`config.mk`:
```
export PLATFORM = sky130hd
export DESIGN_NAME = ulpb_ctrl_top
export DESIGN_NICKNAME = d
export VERILOG_FILES = /design/src/design/ulpb_pkg.sv /design/src/design/ulpb_mon_if.sv /design/src/design/ulpb_watchdog.sv /design/src/design/ulpb_wake_detect.sv /design/src/design/ulpb_bus_ctrl.sv /design/src/design/ulpb_ctrl_top.sv
export SDC_FILE = /design/constraint.sdc
export NUM_CORES = 1
export LEC_CHECK = 0
export ABC_CLOCK_PERIOD_IN_PS = 2800
export BUFFER_PORTS_ARGS = -buffer_cell sky130_fd_sc_hd__buf_2
export CAP_MARGIN = 0
export CORE_MARGIN = 4
export CORE_UTILIZATION = 45
export CTS_BUF_LIST = sky130_fd_sc_hd__clkbuf_2
export CTS_CLUSTER_DIAMETER = 60
export CTS_CLUSTER_SIZE = 30
export DETAILED_ROUTE_END_ITERATION = 8
export PLACE_DENSITY = 0.75
export SKIP_LAST_GASP = 1
export SYNTH_ARGS = -nofsm -noshare
export SYNTH_HDL_FRONTEND = slang
export SYNTH_SLANG_ARGS = --single-unit
```
`constraint.sdc`:
```
create_clock -name CLK_EXT -period 2.8 [get_ports CLK_EXT]
set_input_delay 0.42 -clock CLK_EXT [delete_from_list [all_inputs] [get_ports CLK_EXT]]
set_output_delay 0.42 -clock CLK_EXT [all_outputs]
set_load 0.1 [all_outputs]
```
`src/design/ulpb_pkg.sv`:
```
/*
 * Ring bus control node definitions
 * Protocol constants, the watchdog count type and the bus state encoding
 * shared by the controller, its monitors and the testbench
 */
package ulpb_pkg;

	// Watchdog limit and active-phase counter width
	localparam int WATCHDOG_WIDTH = 20;

	// Cycles to wait after the data line is pulled low
	localparam int START_CYCLES = 10;

	// Interrupt hold length before the wake pattern is accepted
	localparam int INTERRUPT_CYCLES = 6;

	// EOM first, inverted ACK second
	localparam logic [1:0] CONTROL_SEQ = 2'b11;

	localparam int START_CNT_WIDTH = $clog2(START_CYCLES);
	localparam int HOLD_CNT_WIDTH = $clog2(INTERRUPT_CYCLES);

	typedef logic [WATCHDOG_WIDTH-1:0] wd_count_t;

	typedef enum logic [3:0] {
		BUS_IDLE         = 4'd0,
		BUS_ARBITRATE    = 4'd1,
		BUS_PRIO         = 4'd2,
		BUS_WAIT_START   = 4'd3,
		BUS_START        = 4'd4,
		BUS_ACTIVE       = 4'd5,
		BUS_SWITCH_ROLE  = 4'd6,
		BUS_INTERRUPT    = 4'd7,
		BUS_CONTROL0     = 4'd8,
		BUS_CONTROL1     = 4'd9,
		BUS_BACK_TO_IDLE = 4'd10
	} bus_state_t;

endpackage

```
`src/design/ulpb_mon_if.sv`:
```
/*
 * Bus monitor interface
 * Carries the bus state from the controller to the watchdog and the wake
 * detector, and their result levels back to the controller
 */
`timescale 1ns/1ps

interface ulpb_mon_if;
	import ulpb_pkg::*;

	bus_state_t state;
	logic wd_expired;	// Active phase must end
	logic wd_at_limit;	// Count reached the programmed threshold
	logic wake_ready;	// Hold done and wake pattern seen

	modport ctrl (
		output state,
		input  wd_expired,
		input  wd_at_limit,
		input  wake_ready
	);

	modport wd (
		input  state,
		output wd_expired,
		output wd_at_limit
	);

	modport wake (
		input  state,
		output wake_ready
	);

endinterface

```
`src/design/ulpb_watchdog.sv`:
```
/*
 * Active-phase watchdog
 * Counts cycles of the active phase against the programmed threshold and
 * samples the ring clock input, which ends the phase early when high
 */
`timescale 1ns/1ps

module ulpb_watchdog (
	input  logic               CLK_EXT,
	input  logic               RESETn,
	input  logic               clk_in,
	input  ulpb_pkg::wd_count_t threshold,
	ulpb_mon_if.wd             mon
);
	import ulpb_pkg::*;

	wd_count_t count;
	logic clkin_sampled;
	logic expired;

	assign expired = !(count < threshold) || clkin_sampled;

	always_ff @(posedge CLK_EXT or negedge RESETn)
	begin
		if (!RESETn)
		begin
			clkin_sampled <= 1'b0;
			count <= '0;
		end
		else
		begin
			clkin_sampled <= clk_in;
			if (mon.state == BUS_IDLE)
				count <= '0;
			else if (mon.state == BUS_ACTIVE && !expired)
				count <= count + 1'b1;
		end
	end

	assign mon.wd_expired = expired;
	assign mon.wd_at_limit = (count == threshold);	// Drives the forced EOM in control0

	// The controller must leave active before the count can pass the limit
	a_count_in_range: assert property (
		@(posedge CLK_EXT) disable iff (!RESETn)
		mon.state == BUS_ACTIVE |-> count <= threshold
	);

endmodule

```
`src/design/ulpb_wake_detect.sv`:
```
/*
 * Wake pattern detector
 * Samples the data line on both clock edges during the interrupt phase and
 * holds off acceptance until the interrupt hold counter has run out.
 * The wake pattern is three highs on falling edges, three lows on rising
 */
`timescale 1ns/1ps

module ulpb_wake_detect (
	input  logic       CLK_EXT,
	input  logic       RESETn,
	input  logic       din,
	ulpb_mon_if.wake   mon
);
	import ulpb_pkg::*;

	logic [2:0] din_sampled_neg;
	logic [2:0] din_sampled_pos;
	logic [HOLD_CNT_WIDTH-1:0] hold_cnt;

	always_ff @(negedge CLK_EXT or negedge RESETn)
	begin
		if (!RESETn)
			din_sampled_neg <= 3'b000;
		else if (mon.state == BUS_INTERRUPT)
			din_sampled_neg <= {din_sampled_neg[1:0], din};
	end

	always_ff @(posedge CLK_EXT or negedge RESETn)
	begin
		if (!RESETn)
			din_sampled_pos <= 3'b000;
		else if (mon.state == BUS_INTERRUPT)
			din_sampled_pos <= {din_sampled_pos[1:0], din};
	end

	// Hold counter, rearmed whenever the bus is outside the interrupt phase
	always_ff @(posedge CLK_EXT or negedge RESETn)
	begin
		if (!RESETn)
			hold_cnt <= HOLD_CNT_WIDTH'(INTERRUPT_CYCLES - 1);
		else if (mon.state != BUS_INTERRUPT)
			hold_cnt <= HOLD_CNT_WIDTH'(INTERRUPT_CYCLES - 1);
		else if (hold_cnt != '0)
			hold_cnt <= hold_cnt - 1'b1;
	end

	assign mon.wake_ready = (hold_cnt == '0) &&
		(din_sampled_neg == 3'b111) && (din_sampled_pos == 3'b000);

endmodule

```
`src/design/ulpb_bus_ctrl.sv`:
```
/*
 * Ring bus controller
 * Steps through one bus transaction from the start request to the control
 * bits, gates the clock onto the ring and selects what goes out on the
 * data line from a falling-edge copy of the state
 */
`timescale 1ns/1ps

module ulpb_bus_ctrl (
	input  logic       CLK_EXT,
	input  logic       RESETn,
	input  logic       din,
	output logic       clk_out,
	output logic       dout,
	ulpb_mon_if.ctrl   mon
);
	import ulpb_pkg::*;

	bus_state_t state, next_state;
	bus_state_t state_neg;
	logic [START_CNT_WIDTH-1:0] start_cnt, next_start_cnt;
	logic clk_en, next_clk_en;

	always_ff @(posedge CLK_EXT or negedge RESETn)
	begin
		if (!RESETn)
		begin
			state <= BUS_IDLE;
			start_cnt <= START_CNT_WIDTH'(START_CYCLES - 1);
			clk_en <= 1'b0;
		end
		else
		begin
			state <= next_state;
			start_cnt <= next_start_cnt;
			clk_en <= next_clk_en;
		end
	end

	always_comb
	begin
		next_state = state;
		next_start_cnt = start_cnt;
		next_clk_en = clk_en;

		case (state)
			BUS_IDLE:
			begin
				if (!din)
					next_state = BUS_WAIT_START;	// A node requests the bus
				next_start_cnt = START_CNT_WIDTH'(START_CYCLES - 1);
			end

			BUS_WAIT_START:
			begin
				if (start_cnt != '0)
					next_start_cnt = start_cnt - 1'b1;
				else
				begin
					next_state = BUS_START;
					next_clk_en = 1'b1;
				end
			end

			BUS_START:
				next_state = BUS_ARBITRATE;

			BUS_ARBITRATE:
				next_state = BUS_PRIO;

			BUS_PRIO:
				next_state = BUS_ACTIVE;

			BUS_ACTIVE:
			begin
				if (mon.wd_expired)
				begin
					next_state = BUS_INTERRUPT;
					next_clk_en = 1'b0;
				end
			end

			BUS_INTERRUPT:
			begin
				if (mon.wake_ready)
				begin
					next_state = BUS_SWITCH_ROLE;
					next_clk_en = 1'b1;
				end
			end

			BUS_SWITCH_ROLE:
				next_state = BUS_CONTROL0;

			BUS_CONTROL0:
				next_state = BUS_CONTROL1;

			BUS_CONTROL1:
				next_state = BUS_BACK_TO_IDLE;

			BUS_BACK_TO_IDLE:
			begin
				next_clk_en = 1'b0;
				if (!din)
				begin
					// Line already low, so only a short start wait
					next_state = BUS_WAIT_START;
					next_start_cnt = START_CNT_WIDTH'(1);
				end
				else
					next_state = BUS_IDLE;
			end

			default:
				next_state = BUS_IDLE;
		endcase
	end

	assign clk_out = clk_en ? CLK_EXT : 1'b1;	// Ring clock parks high
	assign mon.state = state;

	// Data output changes half a cycle after the state
	always_ff @(negedge CLK_EXT or negedge RESETn)
	begin
		if (!RESETn)
			state_neg <= BUS_IDLE;
		else
			state_neg <= state;
	end

	always_comb
	begin
		dout = din;
		case (state_neg)
			BUS_IDLE, BUS_WAIT_START, BUS_START, BUS_BACK_TO_IDLE:
				dout = 1'b1;
			BUS_INTERRUPT:
				dout = CLK_EXT;	// Own clock drives the data line
			BUS_CONTROL0:
				if (mon.wd_at_limit)
					dout = ~CONTROL_SEQ[1];
			default:
				dout = din;
		endcase
	end

	a_idle_clock_off: assert property (
		@(posedge CLK_EXT) disable iff (!RESETn)
		state == BUS_IDLE |-> !clk_en
	);

	// Interrupt is held until the wake detector reports the pattern
	a_interrupt_exit: assert property (
		@(posedge CLK_EXT) disable iff (!RESETn)
		(state == BUS_INTERRUPT && !mon.wake_ready) |=> state == BUS_INTERRUPT
	);

endmodule

```
`src/design/ulpb_ctrl_top.sv`:
```
/*
 * Ring bus control node top level
 * Connects the bus controller with its watchdog and wake detector
 * through the monitor interface
 */
`timescale 1ns/1ps

module ulpb_ctrl_top (
	input  logic                CLK_EXT,
	input  logic                RESETn,
	input  logic                clk_in,
	input  logic                din,
	input  ulpb_pkg::wd_count_t threshold,
	output logic                clk_out,
	output logic                dout
);

	ulpb_mon_if mon ();

	ulpb_watchdog i_watchdog (
		.CLK_EXT   (CLK_EXT),
		.RESETn    (RESETn),
		.clk_in    (clk_in),
		.threshold (threshold),
		.mon       (mon.wd)
	);

	ulpb_wake_detect i_wake_detect (
		.CLK_EXT (CLK_EXT),
		.RESETn  (RESETn),
		.din     (din),
		.mon     (mon.wake)
	);

	ulpb_bus_ctrl i_bus_ctrl (
		.CLK_EXT (CLK_EXT),
		.RESETn  (RESETn),
		.din     (din),
		.clk_out (clk_out),
		.dout    (dout),
		.mon     (mon.ctrl)
	);

endmodule

```
Yosys cells after proc, flatten, opt, wreduce, memory -nomap -nowiden
Cells that the tools add are included.

Flip-flop bits (word level): 43. Input bits: 24. Output and inout bits: 2. Word-level logic and storage cells: 77.

Add/subtract/negate cells: 3. Magnitude comparators: 1. Equal/unequal tests: 24. Multiplexer cells: 20. Reductions and logical operators: 20.

Operator list (count): $pmux W4 S11 (1); $mux W20 (2); $eq A4 B3 Y1 const B (6); $mux W4 (6); $add A20 B1 Y20 const B (1); $eq A20 B20 Y1 (1); $eq A4 B4 Y1 const B (5); $lt A20 B20 Y1 (1); $eq A4 B2 Y1 const B (3); $pmux W4 S3 (1); $logic_not A4 Y1 (2); $ne A2 B2 Y1 const B (4); $reduce_and A4 Y1 (2); $reduce_bool A4 Y1 (2); $logic_not A3 Y1 (2); $mux W3 (2); $reduce_bool A3 Y1 (2); $mux W1 (5); $eq A4 B1 Y1 const B (1); $ne A2 B1 Y1 const B (2); $ne A4 B3 Y1 const B (1); $pmux W1 S4 (1); $reduce_bool A2 Y1 (2); $reduce_or A4 Y1 (1); 9 further kinds (12).

Longest topological paths before layout
Gate-level depths: netlist (run 1).

Word-level depth: 7. Mapped depth: 10.

Cells and area by module
From an unflattened synthesis (run 1), not the netlist that was laid out.

Cells, all modules: 319. Area, all modules: 2900.3 um^2.

By module, submodules not included: ulpb_watchdog (instances 1, cells an instance 200, area an instance 1652.8 um^2, sequential area each 525.5 um^2); ulpb_bus_ctrl (instances 1, cells an instance 87, area an instance 828.3 um^2, sequential area each 327.8 um^2); ulpb_wake_detect (instances 1, cells an instance 32, area an instance 419.2 um^2, sequential area each 227.7 um^2).

==> impl_metrics.csv, run 1 <==
group,metric,value,unit
detailed_routing,wl_per_cell,13.60,um
floorplanning,rows,28,
floorplanning,core_area,0.006026,sq mm
detailed_routing,vias,2457,
pwr,power,2.430,mW
clock_tree,cts_tree,"done",
sta,slew_viol_final,0,
critical_path,cp-end-kind,"output port",
floorplanning,fp.dieH,87.27,um
grt,grt_max_degree,19,
placed_design,dp_hpwl,4.527,mm
critical_path,startpoint_type,"flip-flop",
logic_synthesis,synth-edff-count,0,
placed_design,portBuffers,25,
critical_path,timing.critical_path.max_delay_family,"flip-flops",
clock_tree,post_cts_buffers,0,
sta,hold_viol_final,0,
layout,area_delta_synth_final,15.44,%
detailed_routing,drc,0,
logic_synthesis,synth_top_area_share,28.32,%
run_status,outcome,"finished, violations left",
run_status,violations,"negative setup slack",
min_path,worstHoldPathType,"in -> reg",
critical_path,path_buf_inv,1,
detailed_routing,postRouteAntennaNets,0,
sta,setup_tns,-0.6178,ns
logic_synthesis,synth_fp_nets,370,
detailed_routing,routed_wl,5.956,mm
clock_tree,clk_latency,0.50,ns
grt,grt_usage,17.11,%
critical_path,crit_type,"reg -> out",
detailed_routing,via_per_inst,5.610,
logic_synthesis,synth_common_cells,"a21oi_1 (34), dfrtp_1 (32), inv_1 (32), nand2_1 (31), ha_1 (25)",
pwr,p_leak,1.516,nW
logic_synthesis,synth_area_leader_cell,"dfrtp_1",
logic_synthesis,yosysSeqAreaShare,38.23,%
flow_run,cap_violations,0,
critical_path,crit_fanout,3,
logic_synthesis,avgSynthCellArea,8.809,sq um
critical_path,r2r_slack,0.14,ns
sta,slew_headroom,67.29,%
critical_path,critPathLaunch,"i_bus_ctrl.state_neg[2]$_DFF_NN0_",
floorplanning,dieArea,0.007616,sq mm
pwr,worst_ir_drop_vdd,1.063,mV
critical_path,cp.arrival,3.00,ns
logic_synthesis,ys_ff_latch,43,
critical_path,slowest_delay,0.40,ns
layout,antenna_cells,0,
detailed_routing,dr.first_iter.drc_count,142,
pwr,pwr_density_cell,744.4,mW/mm^2
critical_path,cp_cell_sequence,"nor3_1 > nand2_1 > a211oi_2 > a21oi_4 > buf_12",
floorplanning,fp.dieW,87.27,um
logic_synthesis,synthArstFlopShare,100.0,%
sta,worst_pin_slew,0.4895,ns
layout,fill_cells,581,
detailed_routing,drt_first_pass_iters,4,
grt,grt_overflow,0,
logic_synthesis,synthTopCellsByArea,"dfrtp_1 (28%), ha_1 (11%), dfrtn_1 (6.2%)",
min_path,hp-start,"din",
logic_synthesis,synth_area,0.002828,sq mm
critical_path,cp.required,2.38,ns
grt,grt_pass1_vias,2394,
placed_design,gp_congestion,0.9055,
logic_synthesis,ys_types,48,
critical_path,cp_slowest_cell,"dfrtn_1",
critical_path,timing.rr.start,"i_bus_ctrl.mon.state[3]$_DFFE_PN0P_",
logic_synthesis,syn-instance-count,321,
layout,final_nets,410,
layout,drive_above_1_share,20.94,%
sta,rsz0062_at_grt,"true",
sta,setup_ws,-0.6178,ns
logic_synthesis,synth_warnings,0,
grt,grt_pass1_wl,10.35,mm
grt,antenna_found_initial,0,
sta,fin_skew,0.06404,ns
floorplanning,ios,26,
floorplanning,start_util,46.93,%
sta,finalSetupViolations,2,
logic_synthesis,synth.most_common_cell,"a21oi_1",
logic_synthesis,ys.flop_type,"dfrtp_1",
clock_tree,clkTransAtPathRegs,0.24,ns
-- registers in the layout (all words and copies together), names as in the netlist --
signal and flops:
i_wake_detect.hold_cnt 3, i_wake_detect.din_sampled_neg 3, i_wake_detect.din_sampled_pos 3, i_bus_ctrl.clk_en 1, i_bus_ctrl.mon.state 4, i_watchdog.count 20, i_bus_ctrl.state_neg 4, i_bus_ctrl.start_cnt 4
i_watchdog.clkin_sampled 1
-- logic make-up after synthesis --
group,Yosys count,share of synthesized area [%]
xor+xnor,3,0.9294
mux,7,2.655
flops,43,38.23
compound gates,76,16.46
fa+ha+maj,25,11.06
buf+inv,44,6.682
simple gates,123,23.98
-- cell usage in the layout, fill, tap and decap left out, types with 3 or more instances in the layout --
| cell type | n |
|---|---|
| inv_1 | 32 |
| a21oi_1 | 32 |
| dfrtp_1 | 32 |
| nand2_1 | 31 |
| ha_1 | 25 |
| buf_2 | 24 |
| nor2_1 | 17 |
| o21ai_0 | 16 |
| buf_4 | 14 |
| nand4_1 | 12 |
| or3_1 | 11 |
| clkbuf_2 | 10 |
| nand3_1 | 9 |
| and3_1 | 8 |
| dfrtn_1 | 7 |
| nor2b_1 | 5 |
| or4_1 | 5 |
| nor3_1 | 4 |
| nand2b_1 | 4 |
| o31ai_1 | 4 |
| mux2_2 | 4 |
| dfstp_2 | 4 |
| nor3b_1 | 3 |
| o211ai_1 | 3 |
| mux2i_1 | 3 |
| a31o_2 | 3 |
| a211oi_1 | 3 |
-- repair_timing --
action                                  4_1_cts  5_1_grt
hold buffers                                  2        0
pin swaps                                     1        0
endpoints found under the setup margin        2       12
gates resized for setup                       5        2
hold endpoints to repair                      8        0
-- per-layer routing --
| metal | GRT usage (%) | vias up | share of wire, % |
|---|---|---|---|
| met5 | 0 | - | 0 |
| met4 | 6.276 | 0 | 1.2 |
| met3 | 4.825 | 12 | 5.4 |
| met2 | 27.74 | 54 | 50 |
| met1 | 21.67 | 1158 | 44 |
| li1 | - | 1233 | - |
-- metrics by stage --
stage / cell area [sq um] / hold WS, ns / util (%) / std cells / setup WS, ns
2_1_floorplan: 2855 / 0.1244 / - / 321 / -0.2703
3_5_place_dp: 3117 / 0.3708 / 51.72 / 423 / -0.3457
3_3_place_gp: 3117 / 0.3611 / 51.72 / 423 / -0.2955
5_1_grt: 3264 / 0.2518 / 54.17 / 438 / -0.7327
6_report: 3264 / 0.2808 / 54.17 / 438 / -0.6178
4_1_cts: 3253 / 0.2458 / 53.99 / 438 / -0.6678
-- area by class of cell --
class / instances / area [sq um] / area share [%]
flip-flops and latches: 43 / 1081 / 33.12
well taps: 75 / 93.84 / 2.875
multi-input cells: 234 / 1608 / 49.25
clock buffers: 12 / 75.07 / 2.300
repair buffers: 39 / 240.2 / 7.359
clock inverters: 3 / 46.29 / 1.418
inverters: 32 / 120.1 / 3.680
-- where the power goes --
group / internal (mW) / leakage, nW / switching (mW) / total [mW]
Combinational: 0.343 / 0.878 / 0.460 / 0.803
Sequential: 0.765 / 0.553 / 0.105 / 0.870
Clock: 0.283 / 0.0853 / 0.475 / 0.757
-- path summary, 6_finish.rpt --
check	to	depth (start not counted)
hold / removal	i_wake_detect.din_sampled_pos[0]$_DFFE_PN0P_	3
max in group asynchronous	i_bus_ctrl.state_neg[0]$_DFF_NN0_	2
hold reg to reg	i_wake_detect.din_sampled_neg[0]$_DFFE_NN0P_	2
setup reg to reg	i_wake_detect.din_sampled_neg[1]$_DFFE_NN0P_	3
setup / recovery	dout	5
min in group asynchronous	i_wake_detect.hold_cnt[1]$_DFFE_PN0P_	2
-- worst min-delay path, stage by stage --
cell and delay, ns:
buf_2 0.16, nand4_1 0.14, nand2_1 0.06
Power figures use the tool's default switching activity.
==> run 2, diff against run 1 <==
Settings changed: PLACE_DENSITY 0.75 to unset.
==> run 2 against run 1 <==
The run still ends with negative setup slack left. Final cell count up 0.68%. Clock skew up 0.0083 ns. Sequential power about the same. Final area up 0.96%. First-iteration DRC count down 51%. Die area unchanged. Utilization up 0.52 points. Count of clock-buffer cells in the layout unchanged. Sequential cell count unchanged. Critical path depth up 1. Critical path type unchanged. Largest cell class unchanged.
==> impl_metrics.csv, run 2 (synthesis results as in run 1) <==
group,metric,value,unit
run_status,outcome,"finished, violations left",
run_status,violations,"negative setup slack",
floorplanning,core_area,0.006026,sq mm
sta,setup_ws,-0.6515,ns
layout,final_cell_mix,"inv_1 (32), dfrtp_1 (32), a21oi_1 (31), nand2_1 (31), ha_1 (25)",
pwr,worst_ir_drop_vdd,0.9673,mV
floorplanning,fp.dieW,87.27,um
detailed_routing,drt_first_pass_iters,4,
floorplanning,dieArea,0.007616,sq mm
sta,rsz0062_at_grt,"true",
layout,utilization,54.69,%
clock_tree,clk_latency,0.51,ns
grt,grt_pass1_wl,10.37,mm
sta,worst_pin_slew,0.5460,ns
floorplanning,ios,26,
placed_design,dp_hpwl,4.614,mm
grt,grt_pass1_vias,2350,
detailed_routing,drc,0,
layout,top_register,"i_watchdog.count",
critical_path,cp.arrival,3.03,ns
grt,grt_max_degree,23,
floorplanning,fp.dieH,87.27,um
critical_path,startpoint_type,"flip-flop",
min_path,worstHoldPathType,"in -> reg",
layout,area_delta_synth_final,16.55,%
grt,antenna_found_initial,0,
critical_path,crit_fanout,3,
sta,slew_headroom,63.52,%
placed_design,gp_congestion,0.7862,
sta,slew_viol_final,0,
min_path,worstHoldPathCells,3,
pwr,p_leak,1.533,nW
critical_path,cp.required,2.38,ns
flow_run,cap_violations,0,
clock_tree,post_cts_buffers,0,
detailed_routing,via_per_inst,5.558,
sta,setup_tns,-0.6515,ns
detailed_routing,wl_per_cell,13.98,um
detailed_routing,routed_wl,6.163,mm
sta,finalSetupViolations,2,
pwr,power,2.474,mW
detailed_routing,postRouteAntennaNets,0,
pwr,pwr_density_cell,750.6,mW/mm^2
critical_path,crit_type,"reg -> out",
layout,drive_above_1_share,22.13,%
grt,grt_overflow,0,
layout,final_nets,413,
clock_tree,clkTransAtPathRegs,0.25,ns
detailed_routing,dr.first_iter.drc_count,69,
critical_path,ff2ff_path_depth,3,
critical_path,cp-end-kind,"output port",
placed_design,pre_cts_ws,-0.2841,ns
detailed_routing,vias,2451,
clock_tree,cts_tree,"done",
floorplanning,start_util,46.93,%
grt,grt_usage,17.36,%
floorplanning,rows,28,
layout,largest_reg_flops,20,
sta,hold_viol_final,0,
layout,antenna_cells,0,
placed_design,portBuffers,25,
sta,fin_skew,0.07230,ns
## run 2: metrics by stage
| stage | instance area [sq um] | hold slack (ns) | instances |
|---|---|---|---|
| after detailed placement | 3139 | 0.3538 | 426 |
| after floorplan | 2855 | 0.1244 | 321 |
| after global placement | 3139 | 0.3508 | 426 |
| final | 3296 | 0.2635 | 441 |
| after global routing | 3296 | 0.2224 | 441 |
| after CTS | 3284 | 0.2474 | 441 |
## run 2: where the power goes
group / internal, mW / total (mW) / switching (mW)
clock network: 0.283 / 0.766 / 0.483
registers: 0.765 / 0.869 / 0.105
logic: 0.364 / 0.838 / 0.475
total: 1.41 / 2.47 / 1.06
## run 2: repair_timing
| action | CTS | global route |
|---|---|---|
| resized for setup | 7 | 2 |
| hold endpoints to repair | 6 | 0 |
| pin swaps | 1 | 0 |
| setup endpoints to repair | 2 | 10 |
| hold buffers | 2 | 0 |
## run 2: layout make-up
cell class / instances / area, sq um
flip-flops and latches: 43 / 1081
well taps: 75 / 93.84
multi-input cells: 234 / 1617
repair buffers: 42 / 262.8
clock buffers: 12 / 75.07
clock inverters: 3 / 46.29
fillers: 559 / 2730
inverters: 32 / 120.1
## run 2: critical path, cell delays in order, from the launching register on
cell      delay [ns]
dfrtn_1         0.39
buf_4           0.15
nor2_1          0.12
a211oi_2        0.06
buf_4           0.14
a21oi_4         0.14
buf_12          0.19
## run 2: per-layer routing
layer | global-route usage, % | vias up | routed length (um)
li1 | - | 1242 | -
met1 | 21.61 | 1165 | 2812
met2 | 29.04 | 33 | 3086
met3 | 3.879 | 11 | 182
met4 | 6.974 | 0 | 80
met5 | 0 | - | 0
## run 2: path summary, 6_finish.rpt
path                                                              start                                      endpoint  slack [ns]
max in group asynchronous                                        RESETn             i_bus_ctrl.state_neg[2]$_DFF_NN0_        0.85
setup reg to reg                    i_bus_ctrl.mon.state[3]$_DFFE_PN0P_  i_wake_detect.din_sampled_neg[2]$_DFFE_NN0P_        0.17
hold / removal                                                      din  i_wake_detect.din_sampled_pos[0]$_DFFE_PN0P_        0.26
hold reg to reg            i_wake_detect.din_sampled_neg[0]$_DFFE_NN0P_  i_wake_detect.din_sampled_neg[0]$_DFFE_NN0P_        0.45
setup / recovery                      i_bus_ctrl.state_neg[0]$_DFF_NN0_                                          dout       -0.65
min in group asynchronous                                        RESETn               i_watchdog.count[4]$_DFFE_PN0P_        0.29
==> run 3, diff against run 2 <==
Settings changed: ABC_CLOCK_PERIOD_IN_PS 2800 to 4200.
Clock period 2.8 ns to 4.2 ns, I/O delays scaled along.
==> run 3 against run 2 <==
Largest cell class unchanged. The run still ends with negative setup slack left. Utilization fell by 2.2 points. Sequential power fell by 31%. Count of clock-buffer cells in the layout unchanged. Critical endpoint unchanged. Via count down 2.7%.
==> impl_metrics.csv, run 3 (synthesis results as in run 1) <==
group,metric,value,unit
run_status,outcome,"finished, violations left",
run_status,violations,"negative setup slack",
detailed_routing,dr.first_iter.drc_count,88,
layout,top_register,"i_watchdog.count",
floorplanning,start_util,46.93,%
critical_path,cp.arrival,3.72,ns
floorplanning,core_area,0.006026,sq mm
grt,grt_pass1_wl,10.67,mm
placed_design,gp_congestion,0.7959,
floorplanning,rows,28,
layout,design_area,0.003162,sq mm
detailed_routing,drc,0,
pwr,clock_power_share,28.7,%
sta,rsz0062_at_grt,"true",
clock_tree,hold_buffers,0,
critical_path,path_buf_inv,1,
layout,utilization,52.47,%
sta,setup_tns,-0.1467,ns
placed_design,placedCellCount,416,
grt,grt_overflow,0,
critical_path,cp.required,3.57,ns
pwr,comb_power_share,32.0,%
critical_path,timing.critical_path.max_delay_family,"flip-flops",
critical_path,r2r_slack,0.68,ns
critical_path,cp_slowest_cell,"dfrtn_1",
clock_tree,clk_latency,0.49,ns
sta,fin_skew,0.05891,ns
pwr,sw_frac_of_total,44.66,%
sta,finalSetupViolations,2,
pwr,pwr-share-seq,39.3,%
detailed_routing,vias,2385,
sta,slew_viol_final,0,
layout,drive_above_1_share,19.38,%
sta,setup_ws,-0.1467,ns
critical_path,slowest_delay,0.41,ns
critical_path,startpoint_type,"flip-flop",
critical_path,crit_fanout,3,
clock_tree,clkTransAtPathRegs,0.23,ns
critical_path,cp-end-kind,"output port",
layout,final_nets,403,
layout,antenna_cells,0,
floorplanning,fp.dieH,87.27,um
grt,grt_pass1_vias,2365,
flow_run,cap_violations,0,
critical_path,crit_type,"reg -> out",
detailed_routing,routed_wl,6.037,mm
floorplanning,dieArea,0.007616,sq mm
placed_design,portBuffers,25,
pwr,pwr_density_cell,484.2,mW/mm^2
placed_design,pre_cts_ws,0.1078,ns
sta,hold_viol_final,0,
placed_design,dp_hpwl,4.473,mm
pwr,switching_power,0.6838,mW
grt,grt_usage,17.90,%
sta,whs,0.07554,ns
detailed_routing,drt_first_pass_iters,4,
pwr,worst_ir_drop_vdd,0.6493,mV
layout,final_cell_mix,"inv_1 (32), a21oi_1 (32), dfrtp_1 (32)",
critical_path,cp_cell_sequence,"nor3_2 > nand2_1 > a211oi_2 > a21oi_4 > buf_12",
pwr,power,1.531,mW
floorplanning,ios,26,
grt,antenna_found_initial,0,
sta,slew_headroom,51.05,%
floorplanning,fp.dieW,87.27,um
detailed_routing,via_per_inst,5.534,
sta,worst_pin_slew,0.7325,ns
detailed_routing,wl_per_cell,14.01,um
pwr,internal_power,0.8473,mW
layout,area_delta_synth_final,11.81,%
pwr,p_leak,1.469,nW
layout,final_cell_count_no_fill,431,
grt,grt_max_degree,33,
layout,largest_reg_flops,20,
min_path,worstHoldPathType,"in -> async",
detailed_routing,postRouteAntennaNets,0,
placed_design,postPlaceCellArea,0.003048,sq mm
clock_tree,cts_tree,"done",
-- run 3: final cells by class --
| cell class | instances | area, sq um |
|---|---|---|
| clock inverter | 3 | 20.02 |
| multi-input combinational | 234 | 1589 |
| fill | 603 | 2864 |
| tap | 75 | 93.84 |
| timing repair buffer | 32 | 182.7 |
| clock buffer | 12 | 75.07 |
| sequential | 43 | 1081 |
| inverter | 32 | 120.1 |
-- run 3: final timing paths --
| kind | start | endpoint | cells after the start |
|---|---|---|---|
| max | i_bus_ctrl.state_neg[2]$_DFF_NN0_ | dout | 5 |
| max reg2reg | i_bus_ctrl.mon.state[0]$_DFFE_PN0P_ | i_wake_detect.din_sampled_neg[0]$_DFFE_NN0P_ | 5 |
| min reg2reg | i_wake_detect.din_sampled_neg[0]$_DFFE_NN0P_ | i_wake_detect.din_sampled_neg[0]$_DFFE_NN0P_ | 2 |
| min in group CLK_EXT | clk_in | i_watchdog.clkin_sampled$_DFF_PN0_ | 1 |
| min | RESETn | i_watchdog.count[7]$_DFFE_PN0P_ | 1 |
| max in group asynchronous | RESETn | i_bus_ctrl.state_neg[1]$_DFF_NN0_ | 1 |
-- run 3: power by group through the flow --
stage / sequential [mW] / clock (mW) / combinational, mW
2_1_floorplan: 0.569 / 0.159 / 0.385
3_3_place_gp: 0.607 / 0.173 / 0.462
3_5_place_dp: 0.609 / 0.173 / 0.468
4_1_cts: 0.601 / 0.454 / 0.490
5_1_grt: 0.619 / 0.487 / 0.562
6_report: 0.602 / 0.439 / 0.490
-- run 3: per-layer routing --
metal	track usage [%]	routed length (um)	vias up	part of all wire, %
met2	28.97	2920	37	48
li1	-	-	1216	-
met5	0	0	-	0
met1	22.55	2815	1122	47
met4	6.555	66	0	1.1
met3	5.298	235	10	3.9
-- run 3: timing repair --
action                                  4_1_cts  5_1_grt
buffers inserted                              2        0
cloned                                        0        0
endpoints found under the setup margin        2        2
pin swaps                                     4        1
gates resized for setup                       6        1
